<file path="src/design/spi_regs_pkg.sv">
//**************************************************************************
// register numbers and host address map shared by the AVR SPI link
// and the Z80-side bus slave
//**************************************************************************

package spi_regs_pkg;

	localparam int kbd_bits = 40; // full keyboard matrix snapshot

	typedef struct packed {
		logic [3:0] grp; // register group in the high nibble
		logic [3:0] sub; // register within group
	} reg_fields_t;

	// register number shifted in raw and decoded by fields
	typedef union packed {
		logic [7:0]  raw;
		reg_fields_t fld;
	} reg_num_u;

	localparam logic [3:0] grp_kbd   = 4'h1;
	localparam logic [3:0] grp_mouse = 4'h2;
	localparam logic [3:0] grp_rst   = 4'h3;
	localparam logic [3:0] grp_wait  = 4'h4;
	localparam logic [3:0] grp_cfg   = 4'h5;

	localparam logic [3:0] adr_kbd0   = 4'd0; // LSB byte of the keyboard
	localparam logic [3:0] adr_kbd1   = 4'd1;
	localparam logic [3:0] adr_kbd2   = 4'd2;
	localparam logic [3:0] adr_kbd3   = 4'd3;
	localparam logic [3:0] adr_kbd4   = 4'd4;
	localparam logic [3:0] adr_musx   = 4'd5;
	localparam logic [3:0] adr_musy   = 4'd6;
	localparam logic [3:0] adr_musbtn = 4'd7;
	localparam logic [3:0] adr_cfg0   = 4'd8;
	localparam logic [3:0] adr_wait   = 4'd9;
	localparam logic [3:0] adr_status = 4'd10;
	localparam logic [3:0] adr_kj     = 4'd11;

endpackage

</file>
<file path="src/design/spi_sync.sv">
//**************************************************************************
// brings the AVR SPI pins into the fclk domain and makes edge pulses
//**************************************************************************

module spi_sync (
	input  logic fclk,
	input  logic rst_n,
	input  logic spics_n,
	input  logic spick,
	input  logic spido,
	output logic scs_n,
	output logic sdo,
	output logic cs_rise,
	output logic cs_fall,
	output logic sck_rise
);

	logic [2:0] cs_sync;
	logic [2:0] sck_sync;
	logic [1:0] do_sync;

	always_ff @(posedge fclk)
	begin
		if (!rst_n)
		begin
			cs_sync  <= 3'b111; // deselected
			sck_sync <= 3'b000; // clock idles low
			do_sync  <= 2'b00;
		end
		else
		begin
			cs_sync  <= {cs_sync[1:0], spics_n};
			sck_sync <= {sck_sync[1:0], spick};
			do_sync  <= {do_sync[0], spido};
		end
	end

	// stage 1 is the settled level, stage 2 the one before it
	assign scs_n = cs_sync[1];
	assign sdo   = do_sync[1]; // lines up with sck_rise

	assign cs_rise  =  cs_sync[1] & ~cs_sync[2];
	assign cs_fall  = ~cs_sync[1] &  cs_sync[2];
	assign sck_rise = sck_sync[1] & ~sck_sync[2];

endmodule

</file>
<file path="src/design/slave_spi.sv">
//**************************************************************************
// AVR-facing register file that takes the register number with CS high,
// then data bytes with CS low, and fires strobes when CS rises again
//**************************************************************************

module slave_spi (
	input  logic                              fclk,
	input  logic                              rst_n,
	input  logic                              scs_n,
	input  logic                              sdo,
	input  logic                              cs_rise,
	input  logic                              cs_fall,
	input  logic                              sck_rise,
	input  logic [7:0]                        status,
	input  logic [7:0]                        wait_write,
	output logic                              spidi,
	output logic [spi_regs_pkg::kbd_bits-1:0] kbd_out,
	output logic                              kbd_stb,
	output logic [7:0]                        mus_out,
	output logic                              mus_xstb,
	output logic                              mus_ystb,
	output logic                              mus_btnstb,
	output logic                              kj_stb,
	output logic [7:0]                        config0,
	output logic                              genrst,
	output logic [1:0]                        rstrom,
	output logic [7:0]                        wait_read,
	output logic                              wait_end
);

	import spi_regs_pkg::*;

	reg_num_u            regnum;     // number of the selected register
	logic [7:0]          shift_out;  // byte going back to the AVR
	logic [7:0]          load_data;
	logic [kbd_bits-1:0] kbd_reg;
	logic [7:0]          mouse_buf;  // shared by x, y, buttons, joystick
	logic [7:0]          rst_reg;
	logic [7:0]          wait_reg;
	logic [7:0]          cfg_shadow; // filled bit by bit
	logic [7:0]          cfg_reg;    // what the system sees
	logic                data_bit;   // one data bit arrives

	logic sel_kbdreg, sel_kbdstb;
	logic sel_musx, sel_musy, sel_musbtn, sel_kj, sel_mouse;
	logic sel_rst, sel_wait, sel_cfg;

	assign sel_kbdreg = (regnum.fld.grp == grp_kbd) && !regnum.fld.sub[0]; // $10
	assign sel_kbdstb = (regnum.fld.grp == grp_kbd) &&  regnum.fld.sub[0]; // $11

	assign sel_mouse  = (regnum.fld.grp == grp_mouse);
	assign sel_musx   = sel_mouse && (regnum.fld.sub[1:0] == 2'd0);
	assign sel_musy   = sel_mouse && (regnum.fld.sub[1:0] == 2'd1);
	assign sel_musbtn = sel_mouse && (regnum.fld.sub[1:0] == 2'd2);
	assign sel_kj     = sel_mouse && (regnum.fld.sub[1:0] == 2'd3);

	assign sel_rst  = (regnum.fld.grp == grp_rst);
	assign sel_wait = (regnum.fld.grp == grp_wait);
	assign sel_cfg  = (regnum.fld.grp == grp_cfg);

	assign data_bit  = !scs_n && sck_rise;
	assign load_data = sel_wait ? wait_write : 8'hff;

	always_ff @(posedge fclk)
	begin
		if (!rst_n)
		begin
			regnum.raw <= 8'h00;
			shift_out  <= 8'h00;
			kbd_reg    <= '0;
			mouse_buf  <= 8'h00;
			rst_reg    <= 8'h00;
			wait_reg   <= 8'h00;
			cfg_shadow <= 8'h00;
			cfg_reg    <= 8'h00;
		end
		else
		begin
			// number shifts in LSB first while deselected
			if (cs_rise)
				regnum.raw <= 8'h00;
			else if (scs_n && sck_rise)
				regnum.raw <= {sdo, regnum.raw[7:1]};

			// status while the number goes in, data byte afterwards
			if (cs_rise || cs_fall)
				shift_out <= scs_n ? status : load_data;
			else if (sck_rise)
				shift_out <= {1'b0, shift_out[7:1]};

			if (data_bit && sel_kbdreg)
				kbd_reg <= {sdo, kbd_reg[kbd_bits-1:1]};
			if (data_bit && sel_mouse)
				mouse_buf <= {sdo, mouse_buf[7:1]};
			if (data_bit && sel_rst)
				rst_reg <= {sdo, rst_reg[7:1]};
			if (data_bit && sel_wait)
				wait_reg <= {sdo, wait_reg[7:1]};
			if (data_bit && sel_cfg)
				cfg_shadow <= {sdo, cfg_shadow[7:1]};

			if (cs_rise && sel_cfg)
				cfg_reg <= cfg_shadow; // takes effect at end of transfer
		end
	end

	assign spidi = shift_out[0];

	// strobes use the number of the transfer that is ending
	assign kbd_out = kbd_reg;
	assign kbd_stb = sel_kbdstb && cs_rise;

	assign mus_out    = mouse_buf;
	assign mus_xstb   = sel_musx   && cs_rise;
	assign mus_ystb   = sel_musy   && cs_rise;
	assign mus_btnstb = sel_musbtn && cs_rise;
	assign kj_stb     = sel_kj     && cs_rise;

	assign genrst = sel_rst && cs_rise; // one pulse per $30 write
	assign rstrom = rst_reg[5:4];

	assign wait_read = wait_reg;
	assign wait_end  = sel_wait && cs_rise;

	assign config0 = cfg_reg;

endmodule

</file>
<file path="src/design/host_bus.sv">
//**************************************************************************
// Z80-side Wishbone classic slave that holds the AVR's keyboard, mouse and
// config data for reading and stalls wait-port cycles for the AVR
//**************************************************************************

module host_bus (
	input  logic                              fclk,
	input  logic                              rst_n,
	input  logic                              wb_cyc,
	input  logic                              wb_stb,
	input  logic                              wb_we,
	input  logic [3:0]                        wb_adr,
	input  logic [7:0]                        wb_dat_i,
	output logic                              wb_ack,
	output logic [7:0]                        wb_dat_o,
	input  logic [spi_regs_pkg::kbd_bits-1:0] kbd_out,
	input  logic                              kbd_stb,
	input  logic [7:0]                        mus_out,
	input  logic                              mus_xstb,
	input  logic                              mus_ystb,
	input  logic                              mus_btnstb,
	input  logic                              kj_stb,
	input  logic [7:0]                        config0,
	input  logic [7:0]                        wait_read,
	input  logic                              wait_end,
	output logic [7:0]                        status,
	output logic [7:0]                        wait_write,
	output logic                              wait_pending
);

	import spi_regs_pkg::*;

	logic [kbd_bits-1:0] kbd_lat; // snapshot taken on $11
	logic [7:0]          mus_x;
	logic [7:0]          mus_y;
	logic [7:0]          mus_btn;
	logic [7:0]          kj_reg;
	logic                served;  // AVR has answered this wait cycle
	logic                req;
	logic                is_wait;

	assign req     = wb_cyc && wb_stb;
	assign is_wait = (wb_adr == adr_wait);

	always_ff @(posedge fclk)
	begin
		if (!rst_n)
		begin
			kbd_lat      <= '0;
			mus_x        <= 8'h00;
			mus_y        <= 8'h00;
			mus_btn      <= 8'h00;
			kj_reg       <= 8'h00;
			status       <= 8'h00;
			wait_write   <= 8'h00;
			wait_pending <= 1'b0;
			served       <= 1'b0;
			wb_ack       <= 1'b0;
		end
		else
		begin
			if (kbd_stb)
				kbd_lat <= kbd_out;
			if (mus_xstb)
				mus_x <= mus_out;
			if (mus_ystb)
				mus_y <= mus_out;
			if (mus_btnstb)
				mus_btn <= mus_out;
			if (kj_stb)
				kj_reg <= mus_out;

			if (req && wb_we && wb_adr == adr_status)
				status <= wb_dat_i;

			// wait port raises pending once per cycle until the AVR serves $40
			if (!req)
			begin
				wait_pending <= 1'b0;
				served       <= 1'b0;
			end
			else if (is_wait && !wait_pending && !served)
			begin
				wait_pending <= 1'b1;
				if (wb_we)
					wait_write <= wb_dat_i;
			end
			else if (wait_pending && wait_end)
			begin
				wait_pending <= 1'b0;
				served       <= 1'b1;
			end

			wb_ack <= req && (!is_wait || served || (wait_pending && wait_end));
		end
	end

	always_comb
	begin
		case (wb_adr)
			adr_kbd0:   wb_dat_o = kbd_lat[7:0];
			adr_kbd1:   wb_dat_o = kbd_lat[15:8];
			adr_kbd2:   wb_dat_o = kbd_lat[23:16];
			adr_kbd3:   wb_dat_o = kbd_lat[31:24];
			adr_kbd4:   wb_dat_o = kbd_lat[39:32];
			adr_musx:   wb_dat_o = mus_x;
			adr_musy:   wb_dat_o = mus_y;
			adr_musbtn: wb_dat_o = mus_btn;
			adr_cfg0:   wb_dat_o = config0;
			adr_wait:   wb_dat_o = wait_read; // byte left by the AVR
			adr_status: wb_dat_o = status;
			adr_kj:     wb_dat_o = kj_reg;
			default:    wb_dat_o = 8'hff;
		endcase
	end

endmodule

</file>
<file path="src/design/spi_link_top.sv">
//**************************************************************************
// AVR-to-FPGA register link between the SPI pins and the Z80 Wishbone bus
//**************************************************************************

module spi_link_top (
	input  logic       fclk,
	input  logic       rst_n,
	input  logic       spics_n,
	input  logic       spick,
	input  logic       spido,
	output logic       spidi,
	input  logic       wb_cyc,
	input  logic       wb_stb,
	input  logic       wb_we,
	input  logic [3:0] wb_adr,
	input  logic [7:0] wb_dat_i,
	output logic       wb_ack,
	output logic [7:0] wb_dat_o,
	output logic       genrst,
	output logic [1:0] rstrom,
	output logic       wait_pending
);

	import spi_regs_pkg::*;

	logic                scs_n, sdo, cs_rise, cs_fall, sck_rise;
	logic [kbd_bits-1:0] kbd_out;
	logic                kbd_stb;
	logic [7:0]          mus_out;
	logic                mus_xstb, mus_ystb, mus_btnstb, kj_stb;
	logic [7:0]          config0;
	logic [7:0]          status;
	logic [7:0]          wait_write;
	logic [7:0]          wait_read;
	logic                wait_end;

	spi_sync u_sync (
		.fclk, .rst_n, .spics_n, .spick, .spido,
		.scs_n, .sdo, .cs_rise, .cs_fall, .sck_rise
	);

	slave_spi u_slave (
		.fclk, .rst_n, .scs_n, .sdo, .cs_rise, .cs_fall, .sck_rise,
		.status, .wait_write, .spidi, .kbd_out, .kbd_stb,
		.mus_out, .mus_xstb, .mus_ystb, .mus_btnstb, .kj_stb,
		.config0, .genrst, .rstrom, .wait_read, .wait_end
	);

	host_bus u_host (
		.fclk, .rst_n, .wb_cyc, .wb_stb, .wb_we, .wb_adr, .wb_dat_i,
		.wb_ack, .wb_dat_o, .kbd_out, .kbd_stb,
		.mus_out, .mus_xstb, .mus_ystb, .mus_btnstb, .kj_stb,
		.config0, .wait_read, .wait_end, .status, .wait_write, .wait_pending
	);

endmodule

</file>
<file path="config.mk">
export PLATFORM = sky130hd
export DESIGN_NAME = spi_link_top
export DESIGN_NICKNAME = d
export VERILOG_FILES = /design/src/design/spi_regs_pkg.sv /design/src/design/spi_sync.sv /design/src/design/slave_spi.sv /design/src/design/host_bus.sv /design/src/design/spi_link_top.sv
export SDC_FILE = /design/constraint.sdc
export NUM_CORES = 1
export LEC_CHECK = 0
export BUFFER_PORTS_ARGS = -buffer_cell sky130_fd_sc_hd__buf_2
export CAP_MARGIN = 20
export CORE_MARGIN = 8
export CORE_UTILIZATION = 43
export DETAILED_ROUTE_END_ITERATION = 16
export PLACE_DENSITY = 0.66
export SKIP_LAST_GASP = 1
export SYNTH_ARGS = -nofsm -noshare
export SYNTH_HDL_FRONTEND = slang
export SYNTH_SLANG_ARGS = --single-unit
</file>
<file path="constraint.sdc">
create_clock -name fclk -period 3.65 [get_ports fclk]
set_input_delay 0.73 -clock fclk [delete_from_list [all_inputs] [get_ports fclk]]
set_output_delay 0.73 -clock fclk [all_outputs]
set_load 0.02 [all_outputs]
</file>
==> results by group, run 1 <==
Run status
  • Status: completed

CTS
  • Worst-skew pair later-pin latency: 0.43 ns
  • Post-cts resize count: 0
  • H-tree depth: 4
  • CTS Buf Count: 17
  • Clock tree buffer depth: 2
  • CTS tree: built
  • # hold bufs at CTS: 0
  • Clk sink count: 191
  • # Post-CTS Setup Buffers: 0
  • Clk slew on worst S/H paths: 0.07 ns
  • Clock root buffer: clkbuf_16

Yosys
  • #FFs+latches synth: 191
  • Synth async-reset ratio: 0
  • Syn_area_per_cell: 8.77 sq um
  • Synthesized area: 8240 sq um
  • Mapped Cells: 940
  • Yosys cell types: 56
  • Sequential fraction of the synthesis area: 0.464
  • Post-synth EDFFs: 0
  • Yosys warns: 0
  • Mapped Nets: 961
  • Top_reg_cell synth: dfxtp_1

Worst setup path
  • Critical path's top delay family: simple AND/OR/NAND/NOR gates
  • WS Path Type: in -> out
  • Critical Path AT: 2.43 ns
  • CP Max Fanout: 13
  • Crit-path cells: buf_2 -> nor2b_1 -> a22oi_1 -> mux4_2 -> nand4_1 -> buf_2
  • Largest stage delay, worst path: 0.49 ns
  • Internal reg-to-reg setup slack: 1.16 ns
  • Worst Setup End Kind: primary output
  • Crit path buf inv count: 2
  • Worst Setup Start Kind: primary input
  • Most frequent CP cell: buf_2
  • CP required: 2.92 ns
  • Critical-path top delay cell: mux4_2

Final layout
  • Layout area overhead: 11.2%
  • Share of cells above drive strength 1: 0.112
  • Commonest non-fill, non-tap cell in the layout: nand2_1
  • Cell Count, Final, Fillers Out: 1,180
  • Diode count: 0
  • Most frequent cells in the layout: nand2_1, dfxtp_1, a21boi_1
  • Nets: 954
  • Fillers: 1,795

STA
  • Final Slew Violations: 0
  • Tmin final: 3.16 ns
  • Clk_skew: 0.00820 ns
  • Final worst path period share: 0.865
  • Least-Margin Pin Slew: 1.01 ns
  • Peak Freq: 317 MHz
  • Headroom to the max-slew limit: 0.323
  • Final Setup Violations: 0
  • RSZ-0062 raised after global routing: no
  • Setup TNS: 0 ns
  • Final Hold Viols: 0

Routing
  • WL final: 19,700 um
  • DR pass1 iterations: 5
  • Drt drc: 0
  • DR iter-0 viols: 447
  • Total number of vias: 6,431
  • Remaining antenna violation count: 0
  • WL per Instance: 16.7 um
  • Via/cell ratio: 5.45

Global route
  • Vias in the first global route: 5,899
  • GRT Total Usage: 0.168
  • Gr ovfl total: 0
  • Antenna violations before repair: 0
  • M1 GR Usage: 0.232
  • First-pass GRT wire length: 32,300 um
  • Most Used Layer, Global Route: met2
  • Routing usage on met2: 0.256
  • GR Util met3: 0.0371
  • Pin count of the biggest net entering global routing: 74

Floorplanning
  • Std-Cell Rows: 50
  • Die area: 23,900 sq um
  • Initial Util: 0.439
  • I/O Pins: 34
  • DIE HEIGHT: 154 um
  • CORE AREA: 18,800 sq um
  • Die X-Extent: 154 um

Flow run
  • Max_cap viols: 0

Placed design
  • DP Cell Count: 1,148
  • HPWL Detailed: 13,400 um
  • PortBufs: 33
  • Final Wtd Congestion: 0.852

Power and ir drop
  • Peak VDD IR: 0.257 mV
  • PD cells: 454 nW/um^2
  • Leakage: 3.17 nW

Worst hold path
  • Worst hold path class: reg -> reg
==> through the flow <==
stage	util	hold WS (ns)	cell area, sq um	setup slack, ns	power (mW)
after CTS	0.488	0.414	9160	0.532	4.20
after floorplan	-	0.386	8240	0.942	2.26
after detailed placement	0.456	0.401	8560	0.543	2.32
after global routing	0.488	0.422	9160	0.422	4.30
after global placement	0.456	0.402	8560	0.557	2.32
final	0.488	0.411	9160	0.492	4.16
==> where the power goes <==
group          total [mW]  leakage [nW]  switching (mW)  internal (mW)
clock network        1.89         0.291           0.836           1.05
logic               0.183          1.34           0.109         0.0736
registers            2.09          1.54         0.00419           2.09
total                4.16          3.17           0.950           3.21
==> layout make-up <==
type	instances	area, sq um	share of cell area
tap	234	293	0.0320
timing repair buffer	51	353	0.0385
inverter	13	48.8	0.00533
clock buffer	20	447	0.0488
sequential	191	3820	0.417
multi-input combinational	659	4050	0.442
clock inverter	12	150	0.0164
==> final timing paths <==
path                                        from  cells past startpoint                           end
setup / recovery                       wb_adr[3]                      6                   wb_dat_o[4]
setup reg to reg  u_slave.regnum[5]$_SDFFE_PP0P_                      5  u_host.mus_y[6]$_SDFFE_PN0P_
hold reg to reg     u_sync.cs_sync[0]$_SDFF_PN1_                      1  u_sync.cs_sync[1]$_SDFF_PN1_
hold / removal      u_sync.cs_sync[0]$_SDFF_PN1_                      1  u_sync.cs_sync[1]$_SDFF_PN1_
==> layer usage <==
metal  vias to the layer above  part of all wire
met5                         -                 0
met4                         0             0.014
met3                        24             0.052
met2                       149              0.45
met1                      3033              0.49
li1                       3225                 -
==> cells by family (layout without fill, tap and decap cells) <==
logic type | after synthesis | count (layout) | synth area share
buffers and inverters | 90 | 96 | 0.0455
multiplexers | 68 | 68 | 0.0867
flip-flops | 191 | 191 | 0.464
AND/OR/NAND/NOR | 381 | 381 | 0.225
AO/OA/AOI/OAI | 209 | 209 | 0.177
adder cells (fa/ha/maj) | 1 | 1 | 0.00152
==> synth_stat cells, types with 13 or more instances <==
cell type    n  area share
a21boi_1    91       0.083
clkbuf_1    45       0.020
a21oi_1     20       0.012
mux2_2      17       0.023
buf_2       23       0.014
nor2b_1     51       0.039
dfxtp_1    191        0.46
mux2i_1     50       0.061
nand3_1     57       0.035
inv_1       13      0.0059
nor2_1      22       0.010
nand2_1    201       0.092
o21ai_1     32       0.019
==> worst register-to-register path, cell delays in order, from the launching register on <==
cell	delay, ns
dfxtp_1	0.51
nor4b_2	0.55
buf_4	0.29
nand4b_1	0.62
nand3_1	0.30
o21ai_1	0.09
No activity file was read; power rests on OpenSTA's default activity.
==> inputs of run 2 (changes only) <==
==> constraint.sdc (replaced) <==
create_clock -name fclk -period 3.65 [get_ports fclk]
set_input_delay 0.1825 -clock fclk [delete_from_list [all_inputs] [get_ports fclk]]
set_output_delay 0.1825 -clock fclk [all_outputs]
set_load 0.02 [all_outputs]
==> run 2 against run 1 <==
  * Die area did not move
  * Wire length fell by 0.82%
  * Clock skew rose by 0.0043 ns
  * First-iteration DRC count rose by 17%
  * Clock power barely moved
  * Largest cell class unchanged
  * Largest power group unchanged
  * Highest routed layer unchanged
==> results by group, run 2 (synthesized netlist as in run 1, its figures left out) <==
Routing
  • DR iter-0 viols: 523 (+17%)
  • DR pass1 iterations: 5 (unchanged)
  • Total number of vias: 6,376 (-0.86%)
  • Drt drc: 0 (unchanged)
  • Via/cell ratio: 5.41 (-0.69%)
  • Remaining antenna violation count: 0 (unchanged)
  • WL per Instance: 16.6 um (-0.65%)
  • WL final: 19,500 um (-0.82%)

Global route
  • Antenna violations before repair: 0 (unchanged)
  • Gr ovfl total: 0 (unchanged)
  • Pin count of the biggest net entering global routing: 92 (+24%)
  • Vias in the first global route: 5,849 (-0.85%)
  • GRT Total Usage: 0.166 (-0.00229)
  • First-pass GRT wire length: 31,800 um (-1.5%)

STA
  • Clk_skew: 0.0125 ns (+0.00429 ns)
  • Peak Freq: 406 MHz (+28%)
  • Headroom to the max-slew limit: 0.304 (-0.0189)
  • Tmin final: 2.46 ns (-0.698 ns)
  • RSZ-0062 raised after global routing: no
  • Final worst path period share: 0.674 (-0.191)
  • Hold WS: 0.0275 ns (-0.383 ns)
  • Final Slew Violations: 0 (unchanged)
  • Final Hold Viols: 0 (unchanged)
  • Least-Margin Pin Slew: 1.04 ns (+0.0305 ns)
  • Setup TNS: 0 ns (unchanged)
  • Final Setup Violations: 0 (unchanged)

Worst setup path
  • Worst Setup Start Kind: flop
  • Critical Path AT: 2.76 ns (+0.33 ns)
  • Reg2reg end: u_host.mus_y[0]$_SDFFE_PN0P_
  • CP required: 3.95 ns (+1.03 ns)
  • CP Max Fanout: 16 (+3)
  • Internal reg-to-reg setup slack: 1.19 ns (+0.03 ns)
  • Reg2reg start: u_slave.regnum[5]$_SDFFE_PP0P_
  • WS Path Type: reg -> reg
  • R2R depth: 4 (-1)
  • Worst Setup End Kind: flop

CTS
  • H-tree depth: 4 (unchanged)
  • Clk slew on worst S/H paths: 0.07 ns (about the same)
  • Clock tree buffer depth: 2 (unchanged)
  • Clk sink count: 191 (unchanged)
  • CTS Buf Count: 17 (unchanged)
  • Worst-skew pair later-pin latency: 0.43 ns (about the same)
  • # hold bufs at CTS: 3 (+3)
  • Clock root buffer: clkbuf_16
  • CTS tree: built
  • # Post-CTS Setup Buffers: 0 (unchanged)
  • Post-cts resize count: 0 (unchanged)

Worst hold path
  • Hold Path End: u_host.wait_write[4]$_SDFFE_PN0P_
  • Hold Path Origin: wb_dat_i[4]
  • Worst hold path class: in -> reg
  • Hold depth: 3 (+2)

Final layout
  • Fillers: 1,811 (+0.89%)
  • Diode count: 0 (unchanged)
  • Most frequent cells in the layout: nand2_1, dfxtp_1, a21boi_1
  • Nets: 952 (-0.21%)
  • Commonest non-fill, non-tap cell in the layout: nand2_1
  • Share of cells above drive strength 1: 0.106 (-0.00612)
  • Finished Cell Area: 9100 sq um (-0.70%)
  • Layout area overhead: 10.4%

Floorplanning
  • DIE HEIGHT: 154 um (unchanged)
  • Die area: 23,900 sq um (unchanged)
  • I/O Pins: 34 (unchanged)
  • Die X-Extent: 154 um (unchanged)
  • Std-Cell Rows: 50 (unchanged)
  • Initial Util: 0.439 (unchanged)
  • CORE AREA: 18,800 sq um (unchanged)

Power and ir drop
  • PD cells: 455 nW/um^2 (about the same)
  • Leakage: 3.13 nW (-1.2%)
  • Share of power burned in registers: 0.506 (+0.003)
  • Switching power: 0.923 mW (-2.8%)
  • Sw frac: 0.223 (-0.00505)
  • P_int: 3.21 mW (about the same)
  • Peak VDD IR: 0.284 mV (+11%)
  • Comb power frac: 0.042 (-0.002)
  • Clock power share: 0.451 (-0.002)

Flow run
  • Max_cap viols: 0 (unchanged)

Placed design
  • HPWL Detailed: 12,700 um (-5.3%)
  • Final Wtd Congestion: 0.810 (-5.0%)
  • PortBufs: 33 (unchanged)
  • Placed Area: 8480 sq um (-1.0%)

Run status
  • Status: completed
[run 2: cell count changes in the layout (fill, tap and decap cells not counted)]
cell / change
buf_12: -4
clkinvlp_4: +1
clkbuf_1: +1
dlygate4sd3_1: +3
inv_6: -1
inv_8: -2
clkbuf_8: +1
buf_4: -1
[run 2: final cells by class]
| class | count | area, sq um | share of cell area |
|---|---|---|---|
| clock buffers | 22 | 464 | 0.0510 |
| clock inverters | 10 | 126 | 0.0139 |
| inverters | 13 | 48.8 | 0.00536 |
| well taps | 234 | 293 | 0.0322 |
| flip-flops and latches | 191 | 3820 | 0.420 |
| multi-input cells | 659 | 4050 | 0.445 |
| repair buffers | 49 | 295 | 0.0325 |
[run 2: worst max-delay path by stage]
stage / startpoint / endpoint / slack (ns) / cells past startpoint
after floorplan: u_sync.cs_sync[1]$_SDFF_PN1_ / u_slave.config0[0]$_SDFFE_PN0P_ / 1.94 / 7
after global placement: wb_adr[2] / wb_dat_o[4] / 1.30 / 6
after detailed placement: u_slave.regnum[5]$_SDFFE_PP0P_ / u_host.mus_y[0]$_SDFFE_PN0P_ / 1.20 / 4
after CTS: u_slave.regnum[5]$_SDFFE_PP0P_ / u_host.mus_y[6]$_SDFFE_PN0P_ / 1.20 / 4
after global routing: u_slave.regnum[5]$_SDFFE_PP0P_ / u_host.mus_y[0]$_SDFFE_PN0P_ / 1.03 / 4
final: u_slave.regnum[5]$_SDFFE_PP0P_ / u_host.mus_y[0]$_SDFFE_PN0P_ / 1.19 / 4
[run 2: per-stage QoR]
stage                     setup slack (ns)  total power, mW  std cells   util
after floorplan                       1.94             2.26        940      -
after global placement                1.30             2.31       1143  0.452
after detailed placement              1.20             2.31       1143  0.452
after CTS                             1.20             4.17       1178  0.485
after global routing                  1.03             4.28       1178  0.485
final                                 1.19             4.14       1178  0.485
[run 2: power groups by stage]
| stage | clock network (mW) | registers [mW] | logic [mW] |
|---|---|---|---|
| final | 1.87 | 2.09 | 0.175 |
| after global routing | 2.00 | 2.09 | 0.189 |
| after CTS | 1.90 | 2.09 | 0.175 |
| after detailed placement | 0 | 2.14 | 0.172 |
| after global placement | 0 | 2.14 | 0.171 |
| after floorplan | 0 | 2.14 | 0.124 |
[run 2: critical path: stages (launching register included)]
cell and delay (ns):
dfxtp_1 0.52, nor4b_2 0.72, nand4b_1 0.71, nand3_1 0.29, o21ai_1 0.08
[run 2: routing by layer]
metal  part of all wire  wire length [um]  vias to the layer above  GRT usage
met1               0.51              9900                     3046      0.230
met3              0.034               663                       15     0.0334
met2               0.45              8730                       95      0.254
met4              0.011               218                        0     0.0523
met5                  0                 0                        -          0
li1                   -                 -                     3220          -
